==> src/rtl/memPkg.sv <==
`default_nettype none

package memPkg;

    localparam int MemBytes     = 4096;
    localparam int AddrWidth    = 32;
    localparam int DataWidth    = 32;
    localparam int TagWidth     = 4;
    localparam int RamAddrWidth = $clog2(MemBytes); // low address bits that reach the RAM.

    typedef enum logic [1:0] {
        LenByte = 2'd0,
        LenHalf = 2'd1,
        LenWord = 2'd2
    } accessLen_t;

    typedef struct packed {
        logic                 write;
        logic [AddrWidth-1:0] addr;
        logic [DataWidth-1:0] wdata;
        accessLen_t           len;
    } memReq_t;

    typedef struct packed {
        logic [DataWidth-1:0] rdata; // zero-extended, zero for stores.
    } memResp_t;

    typedef struct packed {
        memReq_t             req;
        logic [TagWidth-1:0] tag;
    } lsReq_t;

    typedef struct packed {
        logic [DataWidth-1:0] rdata;
        logic [TagWidth-1:0]  tag;
    } lsResp_t;

    typedef struct packed {
        logic [AddrWidth-1:0] addr;
        logic [TagWidth-1:0]  tag;
    } fetchReq_t;

    typedef struct packed {
        logic [DataWidth-1:0] instr;
        logic [TagWidth-1:0]  tag;
    } fetchResp_t;

endpackage

`default_nettype wire
==> src/rtl/loadStoreGate.sv <==
`timescale 1ns/1ps
`default_nettype none

module loadStoreGate (
    input  logic             clk,
    input  logic             rst,

    input  memPkg::lsReq_t   lsReq,
    input  logic             lsReqValid,
    output logic             lsReqReady,

    output memPkg::lsResp_t  lsResp,
    output logic             lsRespValid,

    output memPkg::memReq_t  memReq,
    output logic             memReqValid,
    input  logic             memReqReady,

    input  memPkg::memResp_t memResp,
    input  logic             memRespValid
);

    logic                        busy;
    logic [memPkg::TagWidth-1:0] heldTag;
    logic                        accept;

    assign lsReqReady = !busy;
    assign accept     = lsReqValid && lsReqReady;

    // busy spans from acceptance to the end of the response cycle.
    always_ff @(posedge clk) begin
        if (rst) begin
            busy        <= 1'b0;
            memReqValid <= 1'b0;
            lsRespValid <= 1'b0;
        end else begin
            lsRespValid <= memRespValid;
            if (accept) begin
                busy        <= 1'b1;
                memReqValid <= 1'b1;
            end else begin
                if (memReqValid && memReqReady) begin
                    memReqValid <= 1'b0; // granted, wait for data.
                end
                if (lsRespValid) begin
                    busy <= 1'b0;
                end
            end
        end
    end

    always_ff @(posedge clk) begin
        if (accept) begin
            memReq  <= lsReq.req;
            heldTag <= lsReq.tag;
        end
    end

    always_ff @(posedge clk) begin
        if (memRespValid) begin
            lsResp.rdata <= memResp.rdata;
            lsResp.tag   <= heldTag; // tag returns with the data.
        end
    end

endmodule

`default_nettype wire

==> config.mk <==
export PLATFORM = sky130hd
export DESIGN_NAME = loadStoreGate
export DESIGN_NICKNAME = d
export VERILOG_FILES = /design/src/rtl/memPkg.sv /design/src/rtl/loadStoreGate.sv
export SDC_FILE = /design/constraint.sdc
export NUM_CORES = 1
export LEC_CHECK = 0
export BUFFER_PORTS_ARGS = -buffer_cell sky130_fd_sc_hd__buf_2
export CORE_MARGIN = 5
export CORE_UTILIZATION = 44
export DETAILED_ROUTE_END_ITERATION = 16
export HOLD_SLACK_MARGIN = 0.05
export PLACE_DENSITY = 0.9
export SKIP_LAST_GASP = 1
export SLEW_MARGIN = 0
export SYNTH_ARGS = -nofsm -noshare
export SYNTH_HDL_FRONTEND = slang
export SYNTH_SLANG_ARGS = --single-unit
export TNS_END_PERCENT = 10
==> constraint.sdc <==
create_clock -name clk -period 4.06 [get_ports clk]
set_input_delay 1.218 -clock clk [delete_from_list [all_inputs] [get_ports clk]]
set_output_delay 1.218 -clock clk [all_outputs]
set_load 0.02 [all_outputs]
==> impl_results.md <==
* Total core area at 7330 um^2
* Clock Power Share at 0.268
* Top-area cell type share of the netlist area at 0.965
* Total negative slack at 0 ps
* Vias in the first global route at 2206
* Synth unique cells at 7
* Antenna cells at 0
* Chip width at 97.0 um
* Clock Latency Late Sink at between 300 and 400 ps
* Total grt overflow at 0
* Worst-path cell chain: buf_2 -> nand2b_4 -> inv_2 -> buf_4
* Pint at 1650 uW
* Outcome: completed
* Largest cells by area after synthesis: edfxtp_1 96%, dfxtp_1 1.8%, a21oi_2 0.53%
* Critical Path Start Type: input port
* Total power at 2180 uW
* VDD IR max at 0.000263 V
* Register area share after synthesis at 0.983
* Synth area leader: edfxtp_1
* Root buf cell: clkbuf_8
* Max-Cap Viols at 0
* Share of layout cells above drive strength 1 at 0.665
* Setup repair bufs after CTS at 0
* # hold bufs at CTS at 0
* Fin cells at 448
* CP peak stage delay at roughly 470 ps
* Die height at between 90 and 100 um
* Row count at 31
* Post-Synthesis Cell Area at 3330 um^2
* Slowest-stage cell, CP: buf_4
* Most frequent cells in the layout: 213 x buf_2, 107 x edfxtp_1, 9 x clkbuf_8, 3 x dfxtp_1
* Hold Path Class: register to register
* Max FO, Critical Path at 35
* Net Switching at roughly 530 uW
* Data required time of the critical path at 4070 ps
* Post-cts resize count at 0
* CTS Buffer Depth at 2
* Crit path arrival time at 2230 ps
* Slew of the pin with the lowest slew margin at between 800 and 900 ps
* Die Area at roughly 9400 um^2
* Initial antenna violation count at 1
* # DRC at 0
* Worst-path clk slew at 90 ps
* Syn_nets at 226
* Unrepaired setup endpoints after global routing: no
* Final ANT Viol Nets at 0
* GRT Overall Usage at 0.160
* Dpl cells at about 430
* Worst setup EP type: register
* CTS tree: done
* Synth Instances at approximately 120
* GP Congestion at around 0.75
* Comb power frac at 0.113
* Register share of total power at 0.619
* Leakage at 0.00202 uW
* Setup slack after layout at 1850 ps
* I/O Buffers at 213
* Slew Limit Headroom at 0.463
* Synth Area per Inst at 28.2 um^2
* Vias at 1977
* Ports at 214
* WL final at around 7700 um
* Final slew viol count at 0
* Fin Hold WS at roughly 430 ps
* PwrDens at about 460 nW/um^2
* Tmin final at 2210 ps
* Final hold vios at 0
* Clk sink count at 110
* Initial DRC count at slightly above 60
* Final HPWL DP at 6070 um
* Area growth from synthesis to layout at 41.4%
* Largest net degree at the start of global routing at 38
* Critical path type: input port to register
* Routed len/inst at ~17 um
* Fmax at 452 MHz
* DR pass1 iterations at 4
* Ys Warns at 0
* Final nets at ~450
* Starting Density at 0.454
* Number of H-tree levels at 3
* Routed vias/inst at 4.41
* Commonest non-fill, non-tap cell in the layout: buf_2
* TritonCTS Buffers at 9
* Switching share of power at 0.245
* Clock skew at ~9 ps
* Synth Register Bits at 110
* Final worst-path cycle share at 0.545
* Pre-CTS setup slack at 1450 ps
* First-pass GRT wire length at about 11000 um
* Setup violators final at 0
synth_stat cells:
| cell type | number |
|---|---|
| nand2b_4 | 1 |
| edfxtp_1 | 107 |
| nand2b_1 | 2 |
| nor2b_1 | 1 |
| inv_1 | 2 |
| dfxtp_1 | 3 |
| a21oi_2 | 2 |
worst paths after layout:
kind | start | end | slack, ps | depth (start not counted)
setup / recovery | lsReqValid | memReq[50] | 1850 | 4
hold / removal | heldTag[3] | lsResp[3] | 430 | 0
setup reg to reg | busy | memReq[50] | 2380 | 3
hold reg to reg | heldTag[3] | lsResp[3] | 430 | 0
layout make-up:
| class | count | area [um^2] |
|---|---|---|
| Inverter | 2 | 7.51 |
| Tap cell | 99 | 124 |
| Timing Repair Buffer | 215 | 1080 |
| Clock buffer | 10 | 128 |
| Multi-Input combinational cell | 6 | 50.0 |
| Fill cell | 512 | 2620 |
| Clock inverter | 6 | 46.3 |
| Sequential cell | 110 | 3270 |
critical path, delay by kind of cell:
family / cells / cell delay [ps]
buffers and inverters: 3 / 930
AND/OR/NAND/NOR: 1 / 70
flip-flops by register name, indices dropped and copies added, names as in the netlist:
register / flops
memReqValid: 1
lsRespValid: 1
memReq: 67
busy: 1
heldTag: 4
lsResp: 36
per-stage QoR:
| stage | utilization | area [um^2] |
|---|---|---|
| floorplan | - | 3330 |
| global placement | 0.619 | 4540 |
| detailed placement | 0.619 | 4540 |
| CTS | 0.642 | 4710 |
| global route | 0.642 | 4710 |
| finish | 0.642 | 4710 |
per-layer routing:
metal  share of wire  GRT usage
met1            0.31      0.143
met2            0.53      0.289
met3            0.14     0.0942
met4           0.018     0.0648
met5          0.0016          0
power by group through the flow:
stage,Sequential (uW),Clock [uW],Combinational [uW]
after floorplan,1470,0,20.3
after global placement,1380,0,245
after detailed placement,1380,0,251
after CTS,1350,601,251
after global routing,1360,654,261
final,1350,584,247
cell families (layout without fill, tap and decap cells):
group	Yosys count	after routing	share of synthesized area
simple gates	4	4	0.00977
compound gates	2	2	0.00526
buf+inv	2	233	0.00225
flops	110	110	0.983
(Power assumes the default switching activity.)
