==> config.mk <==
export PLATFORM = sky130hd
export DESIGN_NAME = fetchPort
export DESIGN_NICKNAME = d
export VERILOG_FILES = /design/src/rtl/memPkg.sv /design/src/rtl/fetchPort.sv
export SDC_FILE = /design/constraint.sdc
export NUM_CORES = 1
export LEC_CHECK = 0
export ABC_AREA = 0
export BUFFER_PORTS_ARGS = -buffer_cell sky130_fd_sc_hd__buf_2
export CAP_MARGIN = 10
export CORE_MARGIN = 1
export CORE_UTILIZATION = 42
export CTS_BUF_LIST = sky130_fd_sc_hd__clkbuf_8
export DETAILED_ROUTE_END_ITERATION = 10
export PLACE_DENSITY = 0.87
export SKIP_LAST_GASP = 1
export SYNTH_ARGS = -nofsm -noshare
export SYNTH_HDL_FRONTEND = slang
export SYNTH_SLANG_ARGS = --single-unit
==> constraint.sdc <==
create_clock -name clk -period 1.9 [get_ports clk]
set_input_delay 0.19 -clock clk [delete_from_list [all_inputs] [get_ports clk]]
set_output_delay 0.19 -clock clk [all_outputs]
set_load 0.1 [all_outputs]
==> src/rtl/memPkg.sv <==
`default_nettype none

package memPkg;

    localparam int MemBytes     = 4096;
    localparam int AddrWidth    = 32;
    localparam int DataWidth    = 32;
    localparam int TagWidth     = 4;
    localparam int RamAddrWidth = $clog2(MemBytes); // low address bits that reach the RAM.

    typedef enum logic [1:0] {
        LenByte = 2'd0,
        LenHalf = 2'd1,
        LenWord = 2'd2
    } accessLen_t;

    typedef struct packed {
        logic                 write;
        logic [AddrWidth-1:0] addr;
        logic [DataWidth-1:0] wdata;
        accessLen_t           len;
    } memReq_t;

    typedef struct packed {
        logic [DataWidth-1:0] rdata; // zero-extended, zero for stores.
    } memResp_t;

    typedef struct packed {
        memReq_t             req;
        logic [TagWidth-1:0] tag;
    } lsReq_t;

    typedef struct packed {
        logic [DataWidth-1:0] rdata;
        logic [TagWidth-1:0]  tag;
    } lsResp_t;

    typedef struct packed {
        logic [AddrWidth-1:0] addr;
        logic [TagWidth-1:0]  tag;
    } fetchReq_t;

    typedef struct packed {
        logic [DataWidth-1:0] instr;
        logic [TagWidth-1:0]  tag;
    } fetchResp_t;

endpackage

`default_nettype wire
==> src/rtl/fetchPort.sv <==
`timescale 1ns/1ps
`default_nettype none

module fetchPort (
    input  logic               clk,
    input  logic               rst,

    input  memPkg::fetchReq_t  fetchReq,
    input  logic               fetchReqValid,
    output logic               fetchReqReady,

    output memPkg::fetchResp_t fetchResp,
    output logic               fetchRespValid,

    output memPkg::memReq_t    memReq,
    output logic               memReqValid,
    input  logic               memReqReady,

    input  memPkg::memResp_t   memResp,
    input  logic               memRespValid
);

    logic                        busy;
    logic [memPkg::TagWidth-1:0] heldTag;
    logic                        accept;

    assign fetchReqReady = !busy;
    assign accept        = fetchReqValid && fetchReqReady;

    always_ff @(posedge clk) begin
        if (rst) begin
            busy           <= 1'b0;
            memReqValid    <= 1'b0;
            fetchRespValid <= 1'b0;
        end else begin
            fetchRespValid <= memRespValid;
            if (accept) begin
                busy        <= 1'b1;
                memReqValid <= 1'b1;
            end else begin
                if (memReqValid && memReqReady) begin
                    memReqValid <= 1'b0;
                end
                if (fetchRespValid) begin
                    busy <= 1'b0;
                end
            end
        end
    end

    // instruction fetch is always a full word read.
    always_ff @(posedge clk) begin
        if (accept) begin
            memReq.write <= 1'b0;
            memReq.addr  <= fetchReq.addr;
            memReq.wdata <= '0;
            memReq.len   <= memPkg::LenWord;
            heldTag      <= fetchReq.tag;
        end
    end

    always_ff @(posedge clk) begin
        if (memRespValid) begin
            fetchResp.instr <= memResp.rdata;
            fetchResp.tag   <= heldTag;
        end
    end

endmodule

`default_nettype wire

==> out/qor.yml <==
route:
  drt-met1-wl_um: 1980
  dr.pass1.iters: 5
  routed_wl_um: 5540
  drtIter0Drc: 89
  routed_via_density: 4.07
  vias: 1577
  wl_met3_um: 472
  wire_per_inst_um: 14.3
  drc: 0
  met2WireLength_um: 2980
  top_layer: "met4"
  ant_nets: 0
worst_setup_path:
  cpPeakStageDelay_ns: 0.43
  cp.required_ns: 1.71
  r2r_slack_ns: 0.61
  crit_path_top_delay_cell: "buf_2"
  startpoint_type: "flip-flop"
  crit_family: "buffers and inverters"
  path_max_fanout: 1
  crit_buf_inv: 1
  worstSetupPathType: "flip-flop to output pin"
  path_cells: "buf_2"
  critPathCaptureType: "output pin"
  cp.arrival_ns: 1.13
logic_synthesis:
  synth_area_per_cell_um2: 21.2
  yosys.area.top_type: "edfxtp_1"
  yosysWarnings: 0
  syn_inst: 120
  syn-cell-area_mm2: 0.00255
  synth-seq-cells: 75
  ys_types: 9
  ys_top_cells_by_area: "edfxtp_1 85%, buf_4 10%, dfxtp_1 2.4%"
  seq_area_frac_synth_pct: 87.1
  netlist.area_leader.share_pct: 84.8
floorplanning:
  io_pins: 179
  die_area_mm2: 0.00639
  initial_core_util_pct: 43.3
  num_rows: 28
  core_mm2: 0.00589
  die_x_um: 79.9
  die_h_um: 79.9
layout:
  nFillCells: 441
  final_common_cell: "buf_2"
  diodes: 0
  syn2layout_area_growth_pct: 47.2
  final_nets: 380
  layout_common_cells: "143 x buf_2, 72 x edfxtp_1, 35 x conb_1"
  drive_gt1_share_pct: 51.0
grt:
  gr-usage-all-layers_pct: 15.8
  grt_antenna_before_repair: 0
  grt_first_pass_wirelength_um: 6890
  grt_pass1_vias: 1353
  grt_max_degree: 38
  grt-ovfl-total: 0
cts:
  cts_buffers: 9
  cts.sinks: 75
  clk_latency_ns: 0.34
  cts.root.buffer_cell: "clkbuf_8"
  post-cts-setup-buffers: 0
  post_cts_resized: 0
  path_clk_slew_ns: 0.08
  cts_tree: "built"
  cts_max_level: 3
  clock_path_buffers: 2
timing:
  setup_tns_ns: 0
  fin_skew_ns: 0.00652
  rsz0062_at_grt: "false"
  fmax_ghz: 0.759
  period_needed_ns: 1.32
  slew_headroom_pct: 47.6
  finalSetupViolations: 0
  worst-slew-pin-transition_ns: 0.787
  fin_crit_sh_pct: 69.3
  setup_ws_ns: 0.583
  hold_viol_final: 0
  slew_violations: 0
run:
  max_cap_violations: 0
power:
  power_leakage_nw: 1.67
  power_density_mw_per_mm2: 1190
  switchingPower_mw: 1.76
  p_seq_share_pct: 44.2
  switching_share_pct: 39.4
  internal_power_mw: 2.71
  p_comb_share_pct: 30.2
  p_clk_share_pct: 25.6
  vdd.ir_drop.worst_v: 0.000677
placed_design:
  pre_cts_ws_ns: 0.622
  port_buffers: 143
  globalplace.congestion: 0.726
  hpwl_um: 3560
run_status:
  status: "complete, no violations"
worst_hold_path:
  hold_path_class: "input pin to flip-flop"
## Yosys cell counts
cell type   n
nor2b_1     1
nand2b_1    2
a21oi_2     2
inv_1       2
nand2b_4    1
buf_4      35
conb_1      2
dfxtp_1     3
edfxtp_1   72
## worst paths after layout
check / cells after the start / to / from
setup / recovery: 1 / memReq[48] / memReq[48]
hold / removal: 1 / memReq[38] / fetchReq[8]
setup reg to reg: 3 / heldTag[0] / busy
hold reg to reg: 0 / fetchResp[0] / heldTag[0]
## routing by layer
| layer | vias up | GRT usage [%] |
|---|---|---|
| met5 | - | 0 |
| met4 | 0 | 8.93 |
| met3 | 11 | 8.34 |
| met2 | 98 | 24.6 |
| met1 | 729 | 17.2 |
| li1 | 739 | - |
## cell families (layout without fill, tap and decap cells)
kind of cell	after synthesis	in the layout	synth area share, %
flops	75	75	87.1
buf+inv	37	196	10.6
simple gates	4	4	1.28
other cells	2	35	0.295
compound gates	2	2	0.687
## power by group through the flow
stage	registers, mW	clock network [mW]	logic, mW
after floorplan	2.77	0	0.394
after global placement	2.00	0	1.28
after detailed placement	2.01	0	1.29
after CTS	1.97	1.17	1.29
after global routing	1.98	1.25	1.38
final	1.97	1.14	1.35
## through the flow
step	power (mW)	instances	instance area (um^2)	hold WS [ns]	util (%)
floorplan	3.16	153	2670	0.252	-
global placement	3.28	337	3230	0.366	54.8
detailed placement	3.30	337	3230	0.368	54.8
CTS	4.43	353	3410	0.00321	58.0
global route	4.61	387	3750	-0.00253	63.8
finish	4.46	387	3750	0.0224	63.8
## sequential cells by signal (all words and copies together) (netlist names)
register	cells
fetchResp	36
memReq	32
heldTag	4
busy	1
fetchRespValid	1
memReqValid	1
## area by class of cell
class	instances	area [um^2]	share of cell area (%)
clock buffers	9	124	3.30
clock inverters	7	61.3	1.63
inverters	2	7.51	0.200
multi-input cells	41	181	4.83
flip-flops and latches	75	2220	59.2
well taps	75	93.8	2.50
repair buffers	178	1060	28.3
## repair_timing
action | CTS | global route
hold endpoints to repair | 0 | 34
hold buffers | 0 | 34
setup endpoints to repair | 0 | 0
No activity file was read; power rests on OpenSTA's default activity.
