==> config.mk <==
export PLATFORM = sky130hd
export DESIGN_NAME = memArbiter
export DESIGN_NICKNAME = d
export VERILOG_FILES = /design/src/rtl/memPkg.sv /design/src/rtl/memArbiter.sv
export SDC_FILE = /design/constraint.sdc
export NUM_CORES = 1
export LEC_CHECK = 0
export ABC_AREA = 1
export BUFFER_PORTS_ARGS = -buffer_cell sky130_fd_sc_hd__buf_2
export CAP_MARGIN = 20
export CORE_AREA = 2 2 109 111
export CTS_BUF_LIST = sky130_fd_sc_hd__clkbuf_16
export DETAILED_ROUTE_END_ITERATION = 10
export DIE_AREA = 0 0 111 113
export GPL_TIMING_DRIVEN = 0
export PLACE_DENSITY_LB_ADDON = 0.25
export SLEW_MARGIN = 0
export SYNTH_ARGS = -nofsm -noshare
export SYNTH_HDL_FRONTEND = slang
export SYNTH_SLANG_ARGS = --single-unit
==> constraint.sdc <==
create_clock -name clk -period 1.7 [get_ports clk]
set_clock_uncertainty 0.2 [all_clocks]
set_input_delay 0.17 -clock clk [delete_from_list [all_inputs] [get_ports clk]]
set_output_delay 0.17 -clock clk [all_outputs]
set_load 0.05 [all_outputs]
==> src/rtl/memPkg.sv <==
`default_nettype none

package memPkg;

    localparam int MemBytes     = 4096;
    localparam int AddrWidth    = 32;
    localparam int DataWidth    = 32;
    localparam int TagWidth     = 4;
    localparam int RamAddrWidth = $clog2(MemBytes); // low address bits that reach the RAM.

    typedef enum logic [1:0] {
        LenByte = 2'd0,
        LenHalf = 2'd1,
        LenWord = 2'd2
    } accessLen_t;

    typedef struct packed {
        logic                 write;
        logic [AddrWidth-1:0] addr;
        logic [DataWidth-1:0] wdata;
        accessLen_t           len;
    } memReq_t;

    typedef struct packed {
        logic [DataWidth-1:0] rdata; // zero-extended, zero for stores.
    } memResp_t;

    typedef struct packed {
        memReq_t             req;
        logic [TagWidth-1:0] tag;
    } lsReq_t;

    typedef struct packed {
        logic [DataWidth-1:0] rdata;
        logic [TagWidth-1:0]  tag;
    } lsResp_t;

    typedef struct packed {
        logic [AddrWidth-1:0] addr;
        logic [TagWidth-1:0]  tag;
    } fetchReq_t;

    typedef struct packed {
        logic [DataWidth-1:0] instr;
        logic [TagWidth-1:0]  tag;
    } fetchResp_t;

endpackage

`default_nettype wire
==> src/rtl/memArbiter.sv <==
`timescale 1ns/1ps
`default_nettype none

module memArbiter (
    input  logic             clk,
    input  logic             rst,

    input  memPkg::memReq_t  lsMemReq,
    input  logic             lsMemReqValid,
    output logic             lsMemReqReady,
    output logic             lsMemRespValid,

    input  memPkg::memReq_t  fetchMemReq,
    input  logic             fetchMemReqValid,
    output logic             fetchMemReqReady,
    output logic             fetchMemRespValid,

    output memPkg::memResp_t memResp,

    output memPkg::memReq_t  ctrlReq,
    output logic             ctrlReqValid,
    input  logic             ctrlReqReady,

    input  memPkg::memResp_t ctrlResp,
    input  logic             ctrlDone
);

    logic locked;     // controller belongs to owner until done.
    logic owner;      // 1 when the fetch port holds the controller.
    logic lastFetch;  // fetch port was served last.
    logic grantFetch;
    logic granted;

    always_comb begin
        if (lsMemReqValid && fetchMemReqValid) begin
            grantFetch = !lastFetch; // round robin on a tie.
        end else begin
            grantFetch = fetchMemReqValid;
        end
    end

    assign ctrlReqValid = !locked && (lsMemReqValid || fetchMemReqValid);
    assign ctrlReq      = grantFetch ? fetchMemReq : lsMemReq;
    assign granted      = ctrlReqValid && ctrlReqReady;

    assign lsMemReqReady    = !locked && ctrlReqReady && !grantFetch;
    assign fetchMemReqReady = !locked && ctrlReqReady && grantFetch;

    // done is steered only to the port that owns the access.
    assign memResp           = ctrlResp;
    assign lsMemRespValid    = ctrlDone && locked && !owner;
    assign fetchMemRespValid = ctrlDone && locked && owner;

    always_ff @(posedge clk) begin
        if (rst) begin
            locked    <= 1'b0;
            owner     <= 1'b0;
            lastFetch <= 1'b1; // load/store wins the first tie.
        end else begin
            if (granted) begin
                locked    <= 1'b1;
                owner     <= grantFetch;
                lastFetch <= grantFetch;
            end else if (ctrlDone) begin
                locked <= 1'b0;
            end
        end
    end

endmodule

`default_nettype wire

==> impl_metrics.csv, run 1 <==
group,metric,value,unit
sta,fmaxAchievable,571,MHz
layout,layout.cells.most_common,"sky130_fd_sc_hd__buf_2",
layout,drive_gt1_share,65.1,%
sta,tightest_slew,0.259,ns
sta,timing.final.hold_violations,0,
sta,rsz0062_at_grt,"yes",
run_status,violations_in_the_final_reports,"setup timing",
floorplan,die_x,111,µm
worst_setup_path,crit_fanout,7,
run_status,status,"complete, but fails checks",
grt,grt_pass1_wl,10.1,mm
synth,number_of_register_bits_inferred_by_synthesis,3,
cts,cts_root_buffer,"sky130_fd_sc_hd__clkbuf_16",
route,wire_per_inst,10.8,µm
floorplan,core_region_area,11300,µm²
power,ir_worst_vdd,355,µV
route,first_iter_violations,43,
cts,clock_sinks,3,
sta,total_count_of_max_transition_violations_in_the_final_report,0,
grt,number_of_antenna_violations_at_the_first_check_in_global_routing,0,
sta,min_period,1.75,ns
placed_design,place_congestion,0.865,
synth,synth_nets,446,
floorplan,top_level_ports,276,
worst_setup_path,worstSetupStartpointType,"flip-flop",
job,drv.max_cap_violation_count,0,
route,via_per_inst,3.72,
synth,synth_sequential_area_ratio,4.79,%
grt,globalRouteTotalUtil,9.59,%
synth,yosysWarningCount,0,
sta,slew-limit-headroom,82.9,%
worst_setup_path,worst-endpoint-arrival,1.38,ns
synth,syn_inst,274,
layout,commonest_cells_after_routing_fill_and_taps_aside,"sky130_fd_sc_hd__buf_2, sky130_fd_sc_hd__nand2_1, sky130_fd_sc_hd__buf_4",
floorplan,floorplan.initialDensity,11.1,%
placed_design,post-dp-hpwl,5.65,mm
grt,grt_max_degree,11,
layout,fillers,1192,
power,power-per-cell-area,617,nW/µm²
layout,insertedDiodeCount,0,
placed_design,buffer_ports.inserted,243,
placed_design,dpl.cell_count,660,
floorplan,fp.dieArea,12500,µm²
synth,synth_cell_types,12,
floorplan,floorplan.rows,39,
sta,post-route-worst-setup-slack,-0.0515,ns
sta,setup_viol_count_final,24,
grt,grt_pass1_vias,2284,
synth,synth.cell_area,1250,µm²
layout,post-route-cell-area,3660,µm²
cts,maximum_level_of_the_cts_h_tree,1,
route,drt-pass1-iter-count,4,
worst_setup_path,path_class,"reg -> out",
worst_setup_path,timing.critical_path.required,1.33,ns
grt,total_gr_overflow,0,
synth,syn_area_per_cell,4.58,µm²
power,total_leakage_power,0.00227,µW
cts,clock_tree.buffer_depth,2,
layout,finish.cell_count_without_fillers,676,
route,vias,2513,
sta,period_utilization,103,%
route,drc,0,
cts,worst_setup_hold_path_clk_slew,0.03,ns
layout,nNetsFinal,706,
route,route.antenna.remaining_nets,0,
floorplan,die_height,113,µm
layout,layout-area-overhead-vs-synth,192,%
worst_setup_path,critical_path.endpoint_type,"primary output",
placed_design,post_place_instance_area,2650,µm²
worst_hold_path,hold_path_class,"in -> reg",
route,drt-total-wl,7.31,mm
cts,tritoncts_clock_tree,"done",
cts,inserted_clock_buffers,3,
cts,worstSkewPairLatency,0.22,ns
-- stage by stage --
stage          total power, µW  utilization (%)  hold slack (ns)  TNS, ns  setup slack (ns)
4_1_cts                   2120             29.2           0.0220    -2.11           -0.0608
6_report                  2260             32.5           0.0310   -0.693           -0.0515
3_5_place_dp              1480             23.5            0.164    -2.65            -0.103
3_3_place_gp              1480             23.5            0.164    -2.77            -0.112
2_1_floorplan             1090                -           0.0391        0            0.0387
5_1_grt                   2360             32.5           0.0529    -2.55            -0.106
-- timing repair --
| action | CTS | global route |
|---|---|---|
| hold buffers | 1 | 0 |
| setup endpoints to repair | 68 | 67 |
| buffers inserted | 4 | 3 |
| hold endpoints to repair | 3 | 0 |
| gates resized for setup | 152 | 73 |
| cloned | 2 | 3 |
| pin swaps | 7 | 15 |
-- state kept, by name, summed over array words and instances (netlist names) --
register / flops
locked: 1
lastFetch: 1
owner: 1
-- final cells by class --
type                            count  area (µm²)  share of cell area (%)
Clock buffer                        3        75.1                    2.05
Buffer                             45         412                    11.2
Clock inverter                      1        3.75                   0.103
Tap cell                          143         179                    4.89
Multi-Input combinational cell    218        1030                    28.2
Inverter                            7        38.8                    1.06
Timing Repair Buffer              256        1860                    50.8
Sequential cell                     3        61.3                    1.67
-- layer usage --
metal | wire (µm) | share of wire [%] | GRT usage, % | vias to the layer above
li1 | - | - | - | 1301
met1 | 2570 | 35 | 9.72 | 1050
met2 | 4000 | 55 | 19.9 | 158
met3 | 701 | 9.6 | 2.52 | 4
met4 | 35 | 0.48 | 1.25 | 0
met5 | 0 | 0 | 0 | -
-- where the power goes --
group / leakage [µW] / total [µW] / switching, µW / internal [µW]
registers: 0.0000245 / 82.4 / 5.81 / 76.6
clock network: 0.0000423 / 371 / 67.4 / 304
logic: 0.00220 / 1800 / 1110 / 696
total: 0.00227 / 2260 / 1180 / 1080
-- kinds of logic after synthesis --
family	Yosys count	share of synthesized area, %
AND/OR/NAND/NOR	214	64.5
buffers and inverters	53	29.1
AO/OA/AOI/OAI	4	1.60
flip-flops	3	4.79
-- synthesized netlist by cell type --
| cell type | instances | share of area [%] |
|---|---|---|
| sky130_fd_sc_hd__nor3_1 | 1 | 0.40 |
| sky130_fd_sc_hd__a21oi_1 | 4 | 1.6 |
| sky130_fd_sc_hd__dfxtp_1 | 3 | 4.8 |
| sky130_fd_sc_hd__nand2_1 | 208 | 62 |
| sky130_fd_sc_hd__buf_2 | 7 | 2.8 |
| sky130_fd_sc_hd__buf_6 | 3 | 2.7 |
| sky130_fd_sc_hd__nand3_1 | 1 | 0.40 |
| sky130_fd_sc_hd__nor2_1 | 3 | 0.90 |
| sky130_fd_sc_hd__buf_4 | 36 | 22 |
| sky130_fd_sc_hd__inv_1 | 6 | 1.8 |
| sky130_fd_sc_hd__inv_2 | 1 | 0.30 |
| sky130_fd_sc_hd__nand2_2 | 1 | 0.50 |
-- worst paths after layout --
path | depth (start not counted) | to | start | slack [ns]
worst min register to register | 2 | owner | owner | 0.28
worst min-delay path | 4 | locked | ctrlDone | 0.03
worst max register to register | 4 | lastFetch | locked | 0.57
worst max-delay path | 8 | ctrlReq[48] | lastFetch | -0.05
-- critical path, cell delays in order, from the launching register on --
cell	delay (ns)
sky130_fd_sc_hd__dfxtp_2	0.34
sky130_fd_sc_hd__nand2_4	0.07
sky130_fd_sc_hd__nand2_8	0.10
sky130_fd_sc_hd__clkinv_8	0.08
sky130_fd_sc_hd__buf_12	0.15
sky130_fd_sc_hd__buf_8	0.13
sky130_fd_sc_hd__nand2_1	0.07
sky130_fd_sc_hd__nand2_1	0.07
sky130_fd_sc_hd__buf_6	0.15
No activity file was read; power rests on OpenSTA's default activity.
==> run 2: changes to the inputs <==
- CELL_PAD_IN_SITES_DETAIL_PLACEMENT: not set -> 1
- CELL_PAD_IN_SITES_GLOBAL_PLACEMENT: not set -> 1
- CORE_AREA: 2 2 109 111 -> 2 2 106 108
- DIE_AREA: 0 0 111 113 -> 0 0 108 110
==> run 2 against run 1 <==
  * The run still ends with setup timing left
  * Sequential power about the same
  * Power decreased by 4.2%
  * Critical path type unchanged
  * Flip-flop and latch count unchanged
==> impl_metrics.csv, run 2 (same netlist as run 1, synthesis figures left out) <==
group,metric,value,unit
placed_design,post_place_instance_area,2650,µm²
power,power_switching_share,53.2,%
grt,number_of_antenna_violations_at_the_first_check_in_global_routing,0,
worst_hold_path,worst_hold_path.endpoint,"locked",
sta,slew-limit-headroom,82.7,%
floorplan,floorplan.initialDensity,11.7,%
cts,tritoncts_clock_tree,"done",
layout,layout-area-overhead-vs-synth,167,%
cts,cts_root_buffer,"sky130_fd_sc_hd__clkbuf_16",
worst_setup_path,reg2regPathDepth,4,
layout,layout.cells.most_common,"sky130_fd_sc_hd__nand2_1",
worst_hold_path,hold_path_class,"in -> reg",
route,first_iter_violations,74,
power,power-per-cell-area,645,nW/µm²
route,highest_metal_layer_with_signal_wires,"met4",
placed_design,place_congestion,0.728,
cts,worstSkewPairLatency,0.23,ns
worst_setup_path,worstSetupStartpointType,"flip-flop",
layout,insertedDiodeCount,0,
floorplan,floorplan.rows,38,
power,power.net_switching,1150,µW
sta,setup_viol_count_final,9,
route,met1Wirelength,2.79,mm
worst_hold_path,hold_path_depth,4,
sta,final.setup.tns,-0.0791,ns
power,total_leakage_power,0.00212,µW
sta,total_count_of_max_transition_violations_in_the_final_report,0,
worst_setup_path,critical_path.endpoint_type,"primary output",
power,internal-power,1010,µW
worst_setup_path,reg2reg_from,"locked",
cts,clock_sinks,3,
sta,timing.final.hold_violations,0,
route,route.antenna.remaining_nets,0,
sta,post-route-worst-setup-slack,-0.0301,ns
power,ir_worst_vdd,470,µV
grt,globalRouteTotalUtil,12.1,%
cts,clock_tree.buffer_depth,2,
layout,nNetsFinal,699,
worst_hold_path,holdCritStartpoint,"ctrlDone",
layout,commonest_cells_after_routing_fill_and_taps_aside,"sky130_fd_sc_hd__nand2_1, sky130_fd_sc_hd__buf_2, sky130_fd_sc_hd__buf_6",
placed_design,dpl.cell_count,657,
worst_setup_path,worst-endpoint-arrival,1.36,ns
layout,fillers,1452,
placed_design,post-dp-hpwl,6.86,mm
job,drv.max_cap_violation_count,0,
cts,worst_setup_hold_path_clk_slew,0.03,ns
power,power.share.combinational,78.9,%
worst_setup_path,crit_fanout,7,
worst_setup_path,timing.critical_path.required,1.33,ns
cts,maximum_level_of_the_cts_h_tree,1,
layout,post-route-cell-area,3350,µm²
sta,rsz0062_at_grt,"yes",
grt,grt_pass1_vias,2507,
route,detailroute.wirelength.met2,4.43,mm
sta,period_utilization,102,%
floorplan,fp.dieArea,11900,µm²
placed_design,buffer_ports.inserted,243,
floorplan,die_height,110,µm
sta,fmaxAchievable,578,MHz
sta,min_period,1.73,ns
worst_setup_path,ff2ff_setup_slack,0.58,ns
worst_setup_path,path_class,"reg -> out",
layout,drive_gt1_share,58.6,%
run_status,violations_in_the_final_reports,"setup timing",
floorplan,core_region_area,10700,µm²
grt,grt_pass1_wl,11.7,mm
worst_setup_path,rr_endpoint,"lastFetch",
run_status,status,"complete, but fails checks",
power,totalPowerFinal,2160,µW
route,drt-pass1-iter-count,3,
route,via_per_inst,3.82,
sta,tightest_slew,0.262,ns
route,drc,0,
power,pwr-share-clk,17.3,%
route,drt-total-wl,8.18,mm
floorplan,die_x,108,µm
layout,finish.cell_count_without_fillers,666,
route,dr_wl_met3,893,µm
floorplan,top_level_ports,276,
power,seqPwrFrac,3.8,%
route,vias,2544,
layout,largestRegisters,"lastFetch: 1 flops, locked: 1 flops, owner: 1 flops",
worst_setup_path,cp-startpoint,"lastFetch",
cts,inserted_clock_buffers,3,
route,wire_per_inst,12.3,µm
grt,total_gr_overflow,0,
grt,grt_max_degree,11,
-- run 2: metrics by stage --
stage	hold slack, ns	util, %	setup slack (ns)
after global routing	0.0570	31.3	-0.0988
after global placement	0.168	24.8	-0.00574
after floorplan	0.0391	-	0.0387
after detailed placement	0.175	24.8	-0.00670
final	0.0146	31.3	-0.0301
after CTS	0.0135	29.4	-0.0683
-- run 2: worst max path at each step --
stage                     cells after the start             to  slack (ns)
final                                         8    ctrlReq[44]       -0.03
after detailed placement                      7    ctrlReq[39]      -0.007
after floorplan                               5  lsMemReqReady        0.04
after global routing                          8    ctrlReq[44]        -0.1
after CTS                                     8    ctrlReq[52]       -0.07
after global placement                        7    ctrlReq[37]      -0.006
-- run 2: power by group through the flow --
stage | combinational [µW] | sequential, µW | clock [µW]
2_1_floorplan | 1010 | 80.4 | 0
3_3_place_gp | 1410 | 81.8 | 0
5_1_grt | 1810 | 83.0 | 388
3_5_place_dp | 1420 | 81.8 | 0
4_1_cts | 1630 | 81.4 | 380
6_report | 1710 | 82.1 | 374
-- run 2: worst max-delay path: stages, from the launching register on --
cell and delay (ns):
sky130_fd_sc_hd__dfxtp_2 0.32, sky130_fd_sc_hd__nand2_4 0.08, sky130_fd_sc_hd__nand2_8 0.08, sky130_fd_sc_hd__inv_8 0.08, sky130_fd_sc_hd__buf_12 0.13, sky130_fd_sc_hd__clkbuf_16 0.13, sky130_fd_sc_hd__nand2_1 0.05, sky130_fd_sc_hd__nand2_1 0.08
sky130_fd_sc_hd__buf_6 0.16
-- run 2: final cells by class --
cell class | instances | area, µm² | area share [%]
buffer | 46 | 405 | 12.1
sequential | 3 | 61.3 | 1.83
tap | 140 | 175 | 5.22
clock buffer | 3 | 75.1 | 2.24
inverter | 7 | 33.8 | 1.01
timing repair buffer | 248 | 1730 | 51.5
multi-input combinational | 218 | 872 | 26.0
clock inverter | 1 | 3.75 | 0.112
-- run 2: what timing repair did --
| item | 4_1_cts | 5_1_grt |
|---|---|---|
| gates cloned | 1 | 2 |
| hold buffers | 1 | 0 |
| buffers inserted | 1 | 0 |
| setup endpoints to repair | 68 | 67 |
| gates resized for setup | 124 | 42 |
| pin swaps | 9 | 1 |
| hold endpoints to repair | 3 | 0 |
-- run 2: metal layers --
metal | GRT usage [%] | vias to the layer above
li1 | - | 1283
met1 | 13.0 | 1102
met2 | 24.1 | 153
met3 | 2.76 | 6
met4 | 2.20 | 0
met5 | 0 | -
